## src/source/mips_pkg.sv

```systemverilog
package mips_pkg;

    typedef logic [31:0] word_t;
    typedef logic [4:0]  reg_idx_t;
    typedef logic [5:0]  opcode_t;
    typedef logic [5:0]  funct_t;

    typedef enum logic [3:0] {
        alu_add,
        alu_sub,
        alu_and,
        alu_or,
        alu_xor,
        alu_sltu,
        alu_sll,
        alu_srl,
        alu_lui
    } alu_op_t;

    // fetch_wait is where reset parks the core before the first fetch
    typedef enum logic [2:0] {
        st_fetch,
        st_fetch_wait,
        st_decode,
        st_execute,
        st_mem_read,
        st_mem_write,
        st_writeback,
        st_halted
    } cpu_state_t;

    // primary opcodes
    localparam opcode_t op_rtype = 6'h00;
    localparam opcode_t op_j     = 6'h02;
    localparam opcode_t op_jal   = 6'h03;
    localparam opcode_t op_beq   = 6'h04;
    localparam opcode_t op_bne   = 6'h05;
    localparam opcode_t op_addiu = 6'h09;
    localparam opcode_t op_sltiu = 6'h0b;
    localparam opcode_t op_andi  = 6'h0c;
    localparam opcode_t op_ori   = 6'h0d;
    localparam opcode_t op_xori  = 6'h0e;
    localparam opcode_t op_lui   = 6'h0f;
    localparam opcode_t op_lw    = 6'h23;
    localparam opcode_t op_sw    = 6'h2b;

    // r-type function field
    localparam funct_t fn_sll  = 6'h00;
    localparam funct_t fn_srl  = 6'h02;
    localparam funct_t fn_jr   = 6'h08;
    localparam funct_t fn_addu = 6'h21;
    localparam funct_t fn_subu = 6'h23;
    localparam funct_t fn_and  = 6'h24;
    localparam funct_t fn_or   = 6'h25;
    localparam funct_t fn_xor  = 6'h26;
    localparam funct_t fn_sltu = 6'h2b;

    // datapath select encodings
    localparam logic [1:0] pc_seq    = 2'd0;
    localparam logic [1:0] pc_branch = 2'd1;
    localparam logic [1:0] pc_jump   = 2'd2;
    localparam logic [1:0] pc_reg    = 2'd3;
    localparam logic [1:0] dest_rt   = 2'd0;
    localparam logic [1:0] dest_rd   = 2'd1;
    localparam logic [1:0] dest_r31  = 2'd2;
    localparam logic [1:0] wb_alu    = 2'd0;
    localparam logic [1:0] wb_mem    = 2'd1;
    localparam logic [1:0] wb_link   = 2'd2;

endpackage

```

## src/source/mips_ctrl_if.sv

```systemverilog
`timescale 1ns/1ps

interface mips_ctrl_if;
    import mips_pkg::*;

    // control to datapath
    logic       ir_write;
    logic       pc_write;
    logic [1:0] pc_src;
    logic       alu_src_a;
    logic       alu_src_b;
    alu_op_t    alu_op;
    logic       imm_zero_ext;
    logic       reg_write;
    logic [1:0] reg_dest;
    logic [1:0] reg_data_sel;
    logic       a_b_load;
    logic       alu_out_load;
    logic       mdr_load;
    logic       iord;

    // datapath to control
    opcode_t    opcode;
    funct_t     funct;
    logic       alu_zero;
    logic       pc_is_zero;

    modport control (
        output ir_write, pc_write, pc_src, alu_src_a, alu_src_b, alu_op, imm_zero_ext,
        output reg_write, reg_dest, reg_data_sel, a_b_load, alu_out_load, mdr_load, iord,
        input  opcode, funct, alu_zero, pc_is_zero
    );

    modport datapath (
        input  ir_write, pc_write, pc_src, alu_src_a, alu_src_b, alu_op, imm_zero_ext,
        input  reg_write, reg_dest, reg_data_sel, a_b_load, alu_out_load, mdr_load, iord,
        output opcode, funct, alu_zero, pc_is_zero
    );

endinterface

```

## src/source/mips_alu.sv

```systemverilog
`timescale 1ns/1ps

module mips_alu (
    input  mips_pkg::word_t   a,
    input  mips_pkg::word_t   b,
    input  logic [4:0]        shamt,
    input  mips_pkg::alu_op_t op,
    output mips_pkg::word_t   result,
    output logic              zero
);
    import mips_pkg::*;

    always_comb begin
        case (op)
            alu_add:  result = a + b;
            alu_sub:  result = a - b;
            alu_and:  result = a & b;
            alu_or:   result = a | b;
            alu_xor:  result = a ^ b;
            // unsigned compare, also used by sltiu
            alu_sltu: result = {31'b0, (a < b)};
            alu_sll:  result = a << shamt;
            alu_srl:  result = a >> shamt;
            alu_lui:  result = {b[15:0], 16'h0000};
            default:  result = '0;
        endcase
    end

    // beq/bne look at this with sub selected
    assign zero = (result == '0);

endmodule

```

## src/source/mips_regfile.sv

```systemverilog
`timescale 1ns/1ps

module mips_regfile (
    input  logic               clk,
    input  logic               rst,
    input  mips_pkg::reg_idx_t read_a,
    input  mips_pkg::reg_idx_t read_b,
    input  mips_pkg::reg_idx_t write_idx,
    input  mips_pkg::word_t    write_data,
    input  logic               write_en,
    output mips_pkg::word_t    data_a,
    output mips_pkg::word_t    data_b,
    output mips_pkg::word_t    v0
);
    import mips_pkg::*;

    // r0 has no storage
    word_t regs [1:31];

    always_ff @(posedge clk) begin
        if (rst) begin
            for (int i = 1; i < 32; i++) begin
                regs[i] <= '0;
            end
        end else if (write_en && write_idx != '0) begin
            regs[write_idx] <= write_data;
        end
    end

    assign data_a = (read_a == '0) ? '0 : regs[read_a];
    assign data_b = (read_b == '0) ? '0 : regs[read_b];
    assign v0     = regs[2];

    // a write aimed at r0 must not show up on the next read of r0
    a_r0_zero: assert property (@(posedge clk) disable iff (rst)
        (write_en && write_idx == '0) |=> (read_a != '0 || data_a == '0)
                                          && (read_b != '0 || data_b == '0));

endmodule

```

## src/source/mips_datapath.sv

```systemverilog
`timescale 1ns/1ps

module mips_datapath #(
    parameter mips_pkg::word_t reset_vector = 32'hBFC0_0000
) (
    input  logic            clk,
    input  logic            rst,
    input  mips_pkg::word_t readdata,
    output mips_pkg::word_t address,
    output mips_pkg::word_t writedata,
    output mips_pkg::word_t register_v0,
    mips_ctrl_if.datapath   ctrl
);
    import mips_pkg::*;

    word_t    pc;
    word_t    ir;
    word_t    mdr;
    word_t    reg_a;
    word_t    reg_b;
    word_t    alu_out;
    word_t    pc_next;
    word_t    imm_ext;
    word_t    branch_target;
    word_t    jump_target;
    word_t    alu_in_a;
    word_t    alu_in_b;
    word_t    alu_result;
    word_t    rf_data_a;
    word_t    rf_data_b;
    word_t    rf_write_data;
    reg_idx_t rf_write_idx;

    assign imm_ext = ctrl.imm_zero_ext ? {16'h0000, ir[15:0]} : {{16{ir[15]}}, ir[15:0]};

    // pc already holds pc+4 once the instruction is in ir
    assign branch_target = pc + {imm_ext[29:0], 2'b00};
    assign jump_target   = {pc[31:28], ir[25:0], 2'b00};

    always_comb begin
        case (ctrl.pc_src)
            pc_seq:    pc_next = pc + 32'd4;
            pc_branch: pc_next = branch_target;
            pc_jump:   pc_next = jump_target;
            default:   pc_next = reg_a;
        endcase
    end

    always_ff @(posedge clk) begin
        if (rst) begin
            pc <= reset_vector;
        end else if (ctrl.pc_write) begin
            pc <= pc_next;
        end
    end

    always_ff @(posedge clk) begin
        if (ctrl.ir_write) begin
            ir <= readdata;
        end
        if (ctrl.mdr_load) begin
            mdr <= readdata;
        end
        if (ctrl.a_b_load) begin
            reg_a <= rf_data_a;
            reg_b <= rf_data_b;
        end
        if (ctrl.alu_out_load) begin
            alu_out <= alu_result;
        end
    end

    // shifts take rt on the a side
    assign alu_in_a = ctrl.alu_src_a ? reg_b : reg_a;
    assign alu_in_b = ctrl.alu_src_b ? imm_ext : reg_b;

    always_comb begin
        case (ctrl.reg_dest)
            dest_rt: rf_write_idx = ir[20:16];
            dest_rd: rf_write_idx = ir[15:11];
            default: rf_write_idx = 5'd31;
        endcase
        case (ctrl.reg_data_sel)
            wb_alu:  rf_write_data = alu_out;
            wb_mem:  rf_write_data = mdr;
            default: rf_write_data = pc;
        endcase
    end

    mips_regfile regfile_inst (
        .clk        (clk),
        .rst        (rst),
        .read_a     (ir[25:21]),
        .read_b     (ir[20:16]),
        .write_idx  (rf_write_idx),
        .write_data (rf_write_data),
        .write_en   (ctrl.reg_write),
        .data_a     (rf_data_a),
        .data_b     (rf_data_b),
        .v0         (register_v0)
    );

    mips_alu alu_inst (
        .a      (alu_in_a),
        .b      (alu_in_b),
        .shamt  (ir[10:6]),
        .op     (ctrl.alu_op),
        .result (alu_result),
        .zero   (ctrl.alu_zero)
    );

    assign address         = ctrl.iord ? alu_out : pc;
    assign writedata       = reg_b;
    assign ctrl.opcode     = ir[31:26];
    assign ctrl.funct      = ir[5:0];
    assign ctrl.pc_is_zero = (reg_a == '0);

    a_pc_aligned: assert property (@(posedge clk) disable iff (rst) pc[1:0] == 2'b00);

endmodule

```

## src/source/mips_control.sv

```systemverilog
`timescale 1ns/1ps

module mips_control (
    input  logic         clk,
    input  logic         rst,
    input  logic         waitrequest,
    output logic         read,
    output logic         write,
    output logic         active,
    mips_ctrl_if.control ctrl
);
    import mips_pkg::*;

    cpu_state_t state;
    cpu_state_t state_next;

    always_ff @(posedge clk) begin
        if (rst) begin
            state <= st_fetch_wait;
        end else begin
            state <= state_next;
        end
    end

    // alu setup depends only on the instruction
    always_comb begin
        ctrl.alu_op       = alu_add;
        ctrl.alu_src_a    = 1'b0;
        ctrl.alu_src_b    = 1'b1;
        ctrl.imm_zero_ext = 1'b0;
        case (ctrl.opcode)
            op_rtype: begin
                ctrl.alu_src_b = 1'b0;
                case (ctrl.funct)
                    fn_subu: ctrl.alu_op = alu_sub;
                    fn_and:  ctrl.alu_op = alu_and;
                    fn_or:   ctrl.alu_op = alu_or;
                    fn_xor:  ctrl.alu_op = alu_xor;
                    fn_sltu: ctrl.alu_op = alu_sltu;
                    fn_sll: begin
                        ctrl.alu_op    = alu_sll;
                        ctrl.alu_src_a = 1'b1;
                    end
                    fn_srl: begin
                        ctrl.alu_op    = alu_srl;
                        ctrl.alu_src_a = 1'b1;
                    end
                    default: ctrl.alu_op = alu_add;
                endcase
            end
            op_beq, op_bne: begin
                ctrl.alu_op    = alu_sub;
                ctrl.alu_src_b = 1'b0;
            end
            op_sltiu: ctrl.alu_op = alu_sltu;
            op_andi: begin
                ctrl.alu_op       = alu_and;
                ctrl.imm_zero_ext = 1'b1;
            end
            op_ori: begin
                ctrl.alu_op       = alu_or;
                ctrl.imm_zero_ext = 1'b1;
            end
            op_xori: begin
                ctrl.alu_op       = alu_xor;
                ctrl.imm_zero_ext = 1'b1;
            end
            op_lui:  ctrl.alu_op = alu_lui;
            default: ctrl.alu_op = alu_add;
        endcase
    end

    always_comb begin
        state_next        = state;
        read              = 1'b0;
        write             = 1'b0;
        active            = 1'b1;
        ctrl.ir_write     = 1'b0;
        ctrl.pc_write     = 1'b0;
        ctrl.pc_src       = pc_seq;
        ctrl.reg_write    = 1'b0;
        ctrl.reg_dest     = dest_rt;
        ctrl.reg_data_sel = wb_alu;
        ctrl.a_b_load     = 1'b0;
        ctrl.alu_out_load = 1'b0;
        ctrl.mdr_load     = 1'b0;
        ctrl.iord         = 1'b0;
        case (state)
            st_fetch_wait: state_next = st_fetch;
            st_fetch: begin
                read = 1'b1;
                if (!waitrequest) begin
                    ctrl.ir_write = 1'b1;
                    ctrl.pc_write = 1'b1;
                    state_next    = st_decode;
                end
            end
            st_decode: begin
                ctrl.a_b_load = 1'b1;
                state_next    = st_execute;
            end
            st_execute: begin
                ctrl.alu_out_load = 1'b1;
                state_next        = st_writeback;
                case (ctrl.opcode)
                    op_rtype: begin
                        if (ctrl.funct == fn_jr) begin
                            ctrl.pc_src   = pc_reg;
                            ctrl.pc_write = !ctrl.pc_is_zero;
                            state_next    = ctrl.pc_is_zero ? st_halted : st_fetch;
                        end
                    end
                    op_beq: begin
                        ctrl.pc_src   = pc_branch;
                        ctrl.pc_write = ctrl.alu_zero;
                        state_next    = st_fetch;
                    end
                    op_bne: begin
                        ctrl.pc_src   = pc_branch;
                        ctrl.pc_write = !ctrl.alu_zero;
                        state_next    = st_fetch;
                    end
                    op_j, op_jal: begin
                        ctrl.pc_src       = pc_jump;
                        ctrl.pc_write     = 1'b1;
                        // link is the pc before the jump lands, already pc+4
                        ctrl.reg_write    = (ctrl.opcode == op_jal);
                        ctrl.reg_dest     = dest_r31;
                        ctrl.reg_data_sel = wb_link;
                        state_next        = st_fetch;
                    end
                    op_lw:   state_next = st_mem_read;
                    op_sw:   state_next = st_mem_write;
                    default: state_next = st_writeback;
                endcase
            end
            st_mem_read: begin
                read      = 1'b1;
                ctrl.iord = 1'b1;
                if (!waitrequest) begin
                    ctrl.mdr_load = 1'b1;
                    state_next    = st_writeback;
                end
            end
            st_mem_write: begin
                write     = 1'b1;
                ctrl.iord = 1'b1;
                if (!waitrequest) begin
                    state_next = st_fetch;
                end
            end
            st_writeback: begin
                ctrl.reg_write    = 1'b1;
                ctrl.reg_dest     = (ctrl.opcode == op_rtype) ? dest_rd : dest_rt;
                ctrl.reg_data_sel = (ctrl.opcode == op_lw) ? wb_mem : wb_alu;
                state_next        = st_fetch;
            end
            st_halted: active = 1'b0;
            default:   state_next = st_fetch_wait;
        endcase
    end

    a_no_overlap: assert property (@(posedge clk) disable iff (rst) !(read && write));

    // once halted, nothing leaves the core until reset
    a_halt_quiet: assert property (@(posedge clk) disable iff (rst)
        state == st_halted |=> state == st_halted && !read && !write);

endmodule

```

## src/source/mips_cpu_bus.sv

```systemverilog
`timescale 1ns/1ps

module mips_cpu_bus #(
    parameter mips_pkg::word_t reset_vector = 32'hBFC0_0000
) (
    input  logic            clk,
    input  logic            rst,
    output logic            active,
    output mips_pkg::word_t register_v0,

    // avalon master
    output mips_pkg::word_t address,
    output logic            write,
    output logic            read,
    input  logic            waitrequest,
    output mips_pkg::word_t writedata,
    output logic [3:0]      byteenable,
    input  mips_pkg::word_t readdata
);

    mips_ctrl_if ctrl_bus ();

    mips_control control_inst (
        .clk         (clk),
        .rst         (rst),
        .waitrequest (waitrequest),
        .read        (read),
        .write       (write),
        .active      (active),
        .ctrl        (ctrl_bus.control)
    );

    mips_datapath #(
        .reset_vector (reset_vector)
    ) datapath_inst (
        .clk         (clk),
        .rst         (rst),
        .readdata    (readdata),
        .address     (address),
        .writedata   (writedata),
        .register_v0 (register_v0),
        .ctrl        (ctrl_bus.datapath)
    );

    // word accesses only
    assign byteenable = 4'b1111;

endmodule

```

## config.mk

```make
export PLATFORM = sky130hd
export DESIGN_NAME = mips_cpu_bus
export DESIGN_NICKNAME = d
export VERILOG_FILES = /design/src/source/mips_pkg.sv /design/src/source/mips_ctrl_if.sv /design/src/source/mips_alu.sv /design/src/source/mips_regfile.sv /design/src/source/mips_datapath.sv /design/src/source/mips_control.sv /design/src/source/mips_cpu_bus.sv
export SDC_FILE = /design/constraint.sdc
export NUM_CORES = 2
export LEC_CHECK = 0
export ABC_AREA = 0
export BUFFER_PORTS_ARGS = -buffer_cell sky130_fd_sc_hd__clkbuf_2
export CAP_MARGIN = 20
export CORE_AREA = 5 5 388 390
export CTS_BUF_LIST = sky130_fd_sc_hd__clkbuf_4 sky130_fd_sc_hd__clkbuf_8
export DETAILED_ROUTE_END_ITERATION = 16
export DIE_AREA = 0 0 393 395
export GPL_TIMING_DRIVEN = 0
export PLACE_DENSITY = 0.71
export SLEW_MARGIN = 0
export SYNTH_ARGS = -nofsm -noshare
export SYNTH_HDL_FRONTEND = slang
export SYNTH_SLANG_ARGS = --single-unit
```

## constraint.sdc

```tcl
create_clock -name clk -period 19.25 [get_ports clk]
set_input_delay 3.85 -clock clk [delete_from_list [all_inputs] [get_ports clk]]
set_output_delay 3.85 -clock clk [all_outputs]
set_load 0.02 [all_outputs]
```

After elaboration in Yosys (flattened, before gate mapping)

Memories as Yosys holds them, arrays and structs flattened. A register that Yosys moved wholly into a read port is not among the register bits.
Cells that the tools add are included.
W data, S select, Z words.

Add/sub/neg operators: 4
Bitwise logic cells: 4
Multiplexer cells: 50
Reduce and logical (&&, ||, !) cells: 28
Eq/ne operators: 40
Order comparisons: 1
Shift-type cells: 2

Operator list:

| operator                | count |
|---|---|
| $pmux W32 S9            | 1 |
| $mux W32                | 5 |
| $pmux W32 S3            | 1 |
| $add A32 B32 Y32        | 2 |
| $logic_not A32 Y1       | 2 |
| $pmux W32 S2            | 1 |
| $eq A6 B6 Y1 const B    | 7 |
| $eq A6 B4 Y1 const B    | 6 |
| $add A32 B3 Y32 const B | 1 |
| $and A32 B32 Y32        | 1 |
| $lt A32 B32 Y1          | 1 |
| $or A32 B32 Y32         | 1 |
| $reduce_or A32 Y1       | 1 |
| $shl A32 B5 Y32         | 1 |
| $shr A32 B5 Y32         | 1 |
| $sub A32 B32 Y32        | 1 |
| $xor A32 B32 Y32        | 1 |
| $pmux W4 S7             | 1 |
| $mux W1                 | 22 |
| $pmux W3 S7             | 1 |
| $eq A6 B2 Y1 const B    | 3 |
| $pmux W3 S6             | 1 |
| $eq A4 B3 Y1 const B    | 4 |
| $mux W3                 | 5 |
| 33 further kinds        | 58 |

Bits of input ports: 35
RAM bits: 992
Logic and storage cells: 136
Output and inout port bits: 103
Memories kept: 1
Register bits after elaboration: 131

Memory list:

| memory                          | words | width | read ports | clocked after memory_dff | write ports | line               | source |
|---|---|---|---|---|---|---|---|
| datapath_inst.regfile_inst.regs | 31    | 32    | 3          | 2                        | 31          | mips_regfile.sv:18 | `word_t regs [1:31];` |

Longest topological paths before layout

Depth after elaboration: 13
Gate-level depth with buffers: 31
Depth with buffers taken out: 22

Cells and area by module

From an unflattened synthesis, not the netlist that was laid out.

Cell total of the unflattened synthesis: 6,082
Area, all modules: 74,934.4 um2

By module, submodules not included:

| module        | instances | cells an instance | seq. area each (um2) | area an instance (um2) |
|---|---|---|---|---|
| mips_regfile  | 1         | 3,765             | 30,749.5             | 54,641.2 |
| mips_datapath | 1         | 897               | 5,445.2              | 10,219.8 |
| mips_alu      | 1         | 1,319             | 0.0                  | 9,437.8 |
| mips_control  | 1         | 96                | 60.1                 | 601.8 |
| mips_cpu_bus  | 1         | 5                 | 0.0                  | 33.8 |

Worst setup path before layout

Ideal clock, no wire load.

Path kind: reg-to-reg
From: register datapath_inst.ir[26]
To: register datapath_inst.pc[11]
Required time: 19,169 ps
Cell stages (with the launch flop): 30
Path buffers: 10
Slack: 12,093 ps
Clock period less this slack: 7,157 ps
Data arrival time: 7,076 ps
Setup time: 81 ps
Path through: edfxtp_1 clkbuf_1 nor4_2 nand3_1 buf_1 buf_2 buf_2 buf_2 buf_1 buf_1 nand2_1 nand2_1 ha_1 clkbuf_1 nor4_1 nand2_1 a21oi_1 o41ai_1 a2111oi_0 o211a_1 o41ai_1 a211o_1 or4_1 nor4_1 and2_1 a21oi_1 or3_1 buf_6 buf_6 a211oi_2

Cells in the longest elaborated chain, start to end: 11
Elaborated cells between the ends (all ways): 48
Those cells by class: add/sub: 2; order compare: 1; eq/ne: 19; shift: 2; mux: 12; bitwise: 3; reduce/logical: 9

RTL lines:

| element                                  | line                | source |
|---|---|---|
| start: declaration                       | mips_datapath.sv:17 | `word_t ir;` |
| start signal: assignment                 | mips_datapath.sv:59 | `ir <= readdata;` |
| $eq A6 B4 Y1                             | mips_control.sv:31  | `case (ctrl.opcode)` |
| $reduce_or A3 Y1 (no line)               | --                  |  |
| $mux W1                                  | mips_control.sv:31  |  |
| $mux W32                                 | mips_datapath.sv:34 | `assign imm_ext = ctrl.imm_zero_ext ? {16'h0000, ir[15:0]} : {{16{ir[15]}}, ir[15:0]};` |
| $mux W32                                 | mips_datapath.sv:75 | `assign alu_in_b = ctrl.alu_src_b ? imm_ext : reg_b;` |
| $sub A32 B32 Y32 (tied with other cells) | mips_alu.sv:16      | `alu_sub: result = a - b;` |
| $pmux W32 S9 (*)                         | mips_alu.sv:14      | `case (op)` |
| net datapath_inst.alu_inst.result[27]    | mips_alu.sv:8       | `output mips_pkg::word_t result,` |
| $logic_not A32 Y1 (*)                    | mips_alu.sv:30      | `assign zero = (result == '0);` |
| $logic_not A1 Y1                         | mips_control.sv:120 | `ctrl.pc_write = !ctrl.alu_zero;` |
| $pmux W1 S4 (*)                          | mips_control.sv:105 | `case (ctrl.opcode)` |
| $pmux W1 S2 (*)                          | mips_control.sv:88  | `case (state)` |
| end signal: assignment                   | mips_datapath.sv:51 | `pc <= reset_vector;` |
| end signal: assignment                   | mips_datapath.sv:53 | `pc <= pc_next;` |
| end: declaration                         | mips_datapath.sv:16 | `word_t pc;` |

The timed path passes the listed nets; every way through them passes the cells marked *.
A chain may end at the register's enable or synchronous reset.

Worst setup path after layout

From: register datapath_inst.ir[26]
To: register datapath_inst.pc[21]

The elaborated chain is that of the path after synthesis.

==> qor.yml <==
regArea_um2: 36300
die_h_um: 395
areaGrowthSynthToFinish_pct: 12.8
power.density_nw_per_um2: 81.4
worst-setup-path-type: "reg2reg"
ant_nets: 0
end_kind: "flip-flop"
largest_register_ffs: 1024
max_slew.worst_pin.slew_ns: 1.36
drive_gt1_share_pct: 19.3
hold_ws_ns: 0.554
max-slew-margin-rel_pct: 9.12
synth_cell_types: 93
globalRouteOverflowTotal: 0
whs_path_depth: 1
port_buffers: 132
max_flop_register: "datapath_inst.regfile_inst.regs"
cts.sinks: 1219
crit_slowest_cell: "buf_1"
final_common_cell: "nor2_1"
required_ns: 20.09
start_kind: "flip-flop"
die_area_um2: 155000
cpMostUsedCell: "buf_2"
rsz0062_at_grt: "no"
synth-seq-area-share_pct: 49.9
async_flop_share_pct: 0
grt_pass1_wl_um: 460000
die_x_um: 393
synth-main-ff-cell: "edfxtp_1"
via_count: 62800
fin_crit_ns: 10.93
max-vdd-ir-drop_v: 0.0000707
numCtsBuffers: 198
cts_tree: "done"
pre_cts_slack_ns: 9.10
muxShareOfSynthArea_pct: 21.6
setup_violations: 0
core_area_um2: 147000
fmax_ghz: 0.0915
synth-compound-area-share_pct: 10.3
post_drt_wl_per_cell_um: 38.6
cap_violations: 0
fillers: 12500
worst_slack_ns: 8.32
slowest_delay_ns: 0.79
status: "complete, no violations"
dr.pass1.iters: 11
timing.final.crit_share_pct: 56.8
synthXorXnorAreaFrac_pct: 0.627
drv_slew: 0
htree_num_levels: 4
yosys.area_share.simple_pct: 11.5
gp_congestion: 1.09
rows: 141
routed_via_density: 7.20
hold_path_class: "reg2reg"
start_util_pct: 49.5
drt-total-wl_um: 337000
grt_pass1_vias: 59800
cp.arrival_ns: 11.77
grt_use_total_pct: 42.5
post_cts_buffers: 0
clockBufferDepth: 3
fin_skew_ns: 0.0901
netlist_area_um2: 72600
grt_max_degree: 44
p_leak_uw: 0.0308
drc_errors: 0
grt_antenna_before_repair: 13
multi_input_area_um2: 33900
synth_top_family_by_area: "multiplexers"
fin_setup_tns_ns: 0
final_cell_mix: "nor2_1, edfxtp_1, mux4_2"
critPathMaxFanout: 10
syn_avg_cell_area_um2: 11.8
ctsHoldBuffers: 0
dr.first_iter.drc_count: 10800
reg2reg_depth: 29
ctsResizeCount: 0
synthAdderAreaFrac_pct: 2.24
synthCells: 6128
ios: 138
cts_root_buf: "clkbuf_8"
finalHoldViolCount: 0
yosysWarnings: 0
nets: 6780
synth_edf_count: 1184
synth_seq_cells: 1219
path_clk_slew_ns: 0.06
hpwl_um: 254000
clock_latency_ns: 0.99
==> kinds of logic (layout without fill, tap and decap cells) <==
logic type	after synthesis	in the layout
and+or+nand+nor	1965	1965
DFF	1219	1219
AOI/OAI and AO/OA	1102	1102
muxes	946	946
buffers and inverters	714	1328
adders and majority gates	128	128
xor gates and xnor gates	52	52
other	2	54
==> stage by stage <==
step | utilization, % | instance area, um^2 | total power, uW | instances
2_1_floorplan | - | 72700 | 3760 | 6162
3_3_place_gp | 51.6 | 75800 | 4250 | 8224
3_5_place_dp | 52.8 | 77500 | 4300 | 8319
4_1_cts | 55.5 | 81500 | 6560 | 8678
5_1_grt | 55.8 | 81900 | 6770 | 8714
6_report | 55.8 | 81900 | 6670 | 8724
==> synth_stat cells, drive strengths merged (9+ instances only) <==
master	count	share of area, %
mux2	122	1.9
a31oi	19	0.16
buf	113	0.73
o221ai	71	0.86
or3	18	0.16
a221oi	38	0.46
nand2b	28	0.24
or4	10	0.11
a2111oi	9	0.11
and3	18	0.16
dfxtp	35	0.96
nor4	72	0.66
xor2	14	0.17
a311oi	9	0.11
a21o	24	0.25
a21boi	10	0.10
a32oi	15	0.18
nor2	1259	6.5
and2	34	0.29
nand3	57	0.39
a211oi	60	0.74
mux4	485	15
xnor2	38	0.46
o21bai	19	0.20
nand2	296	1.5
o21ai	148	1.0
nor2b	26	0.22
ha	125	2.2
nor3	89	0.63
o31ai	30	0.31
mux2i	339	4.7
nand4	27	0.23
inv	151	0.78
a221o	16	0.22
a22oi	23	0.24
o2111ai	10	0.12
edfxtp	1184	49
or2	10	0.086
o21a	31	0.32
o22ai	88	0.77
o211ai	30	0.31
a21oi	334	2.3
a22o	40	0.48
clkbuf	448	2.3
==> worst max-delay path: cells and delay by family, from the launching register on <==
kind / cells / cell delay (ns)
buf+inv: 10 / 4.75
fa+ha+maj: 1 / 0.32
flops: 1 / 0.57
simple gates: 10 / 2.73
compound gates: 8 / 2.35
==> report_power, final <==
part | internal [uW] | switching (uW) | leakage [uW]
clock network | 1200 | 1130 | 0.00208
logic | 399 | 839 | 0.0164
registers | 3010 | 88.4 | 0.0123
==> final timing paths <==
check,startpoint,to,slack (ns)
setup reg to reg,datapath_inst.ir[26]$_DFFE_PP_,datapath_inst.pc[21]$_SDFFE_PP0P_,8.32
setup / recovery,datapath_inst.ir[26]$_DFFE_PP_,datapath_inst.pc[21]$_SDFFE_PP0P_,8.32
hold / removal,datapath_inst.pc[0]$_SDFFE_PP0P_,datapath_inst.pc[0]$_SDFFE_PP0P_,0.55
hold reg to reg,datapath_inst.pc[0]$_SDFFE_PP0P_,datapath_inst.pc[0]$_SDFFE_PP0P_,0.55
==> layout make-up <==
class,count,share of cell area [%]
Antenna cell,18,0.0550
Buffer,561,2.71
Clock buffer,275,4.08
Clock inverter,84,0.768
Inverter,153,0.701
Multi-Input combinational cell,4229,41.4
Sequential cell,1219,44.2
Tap cell,1930,2.95
Timing Repair Buffer,255,3.13
==> per-layer routing <==
layer  global-route usage, %  part of all wire [%]
met1                    49.2                    31
met2                    61.2                    42
met3                    17.4                    15
met4                    35.3                    11
met5                    2.38                  0.13
Note: power is estimated with default switching activity, not from simulation.
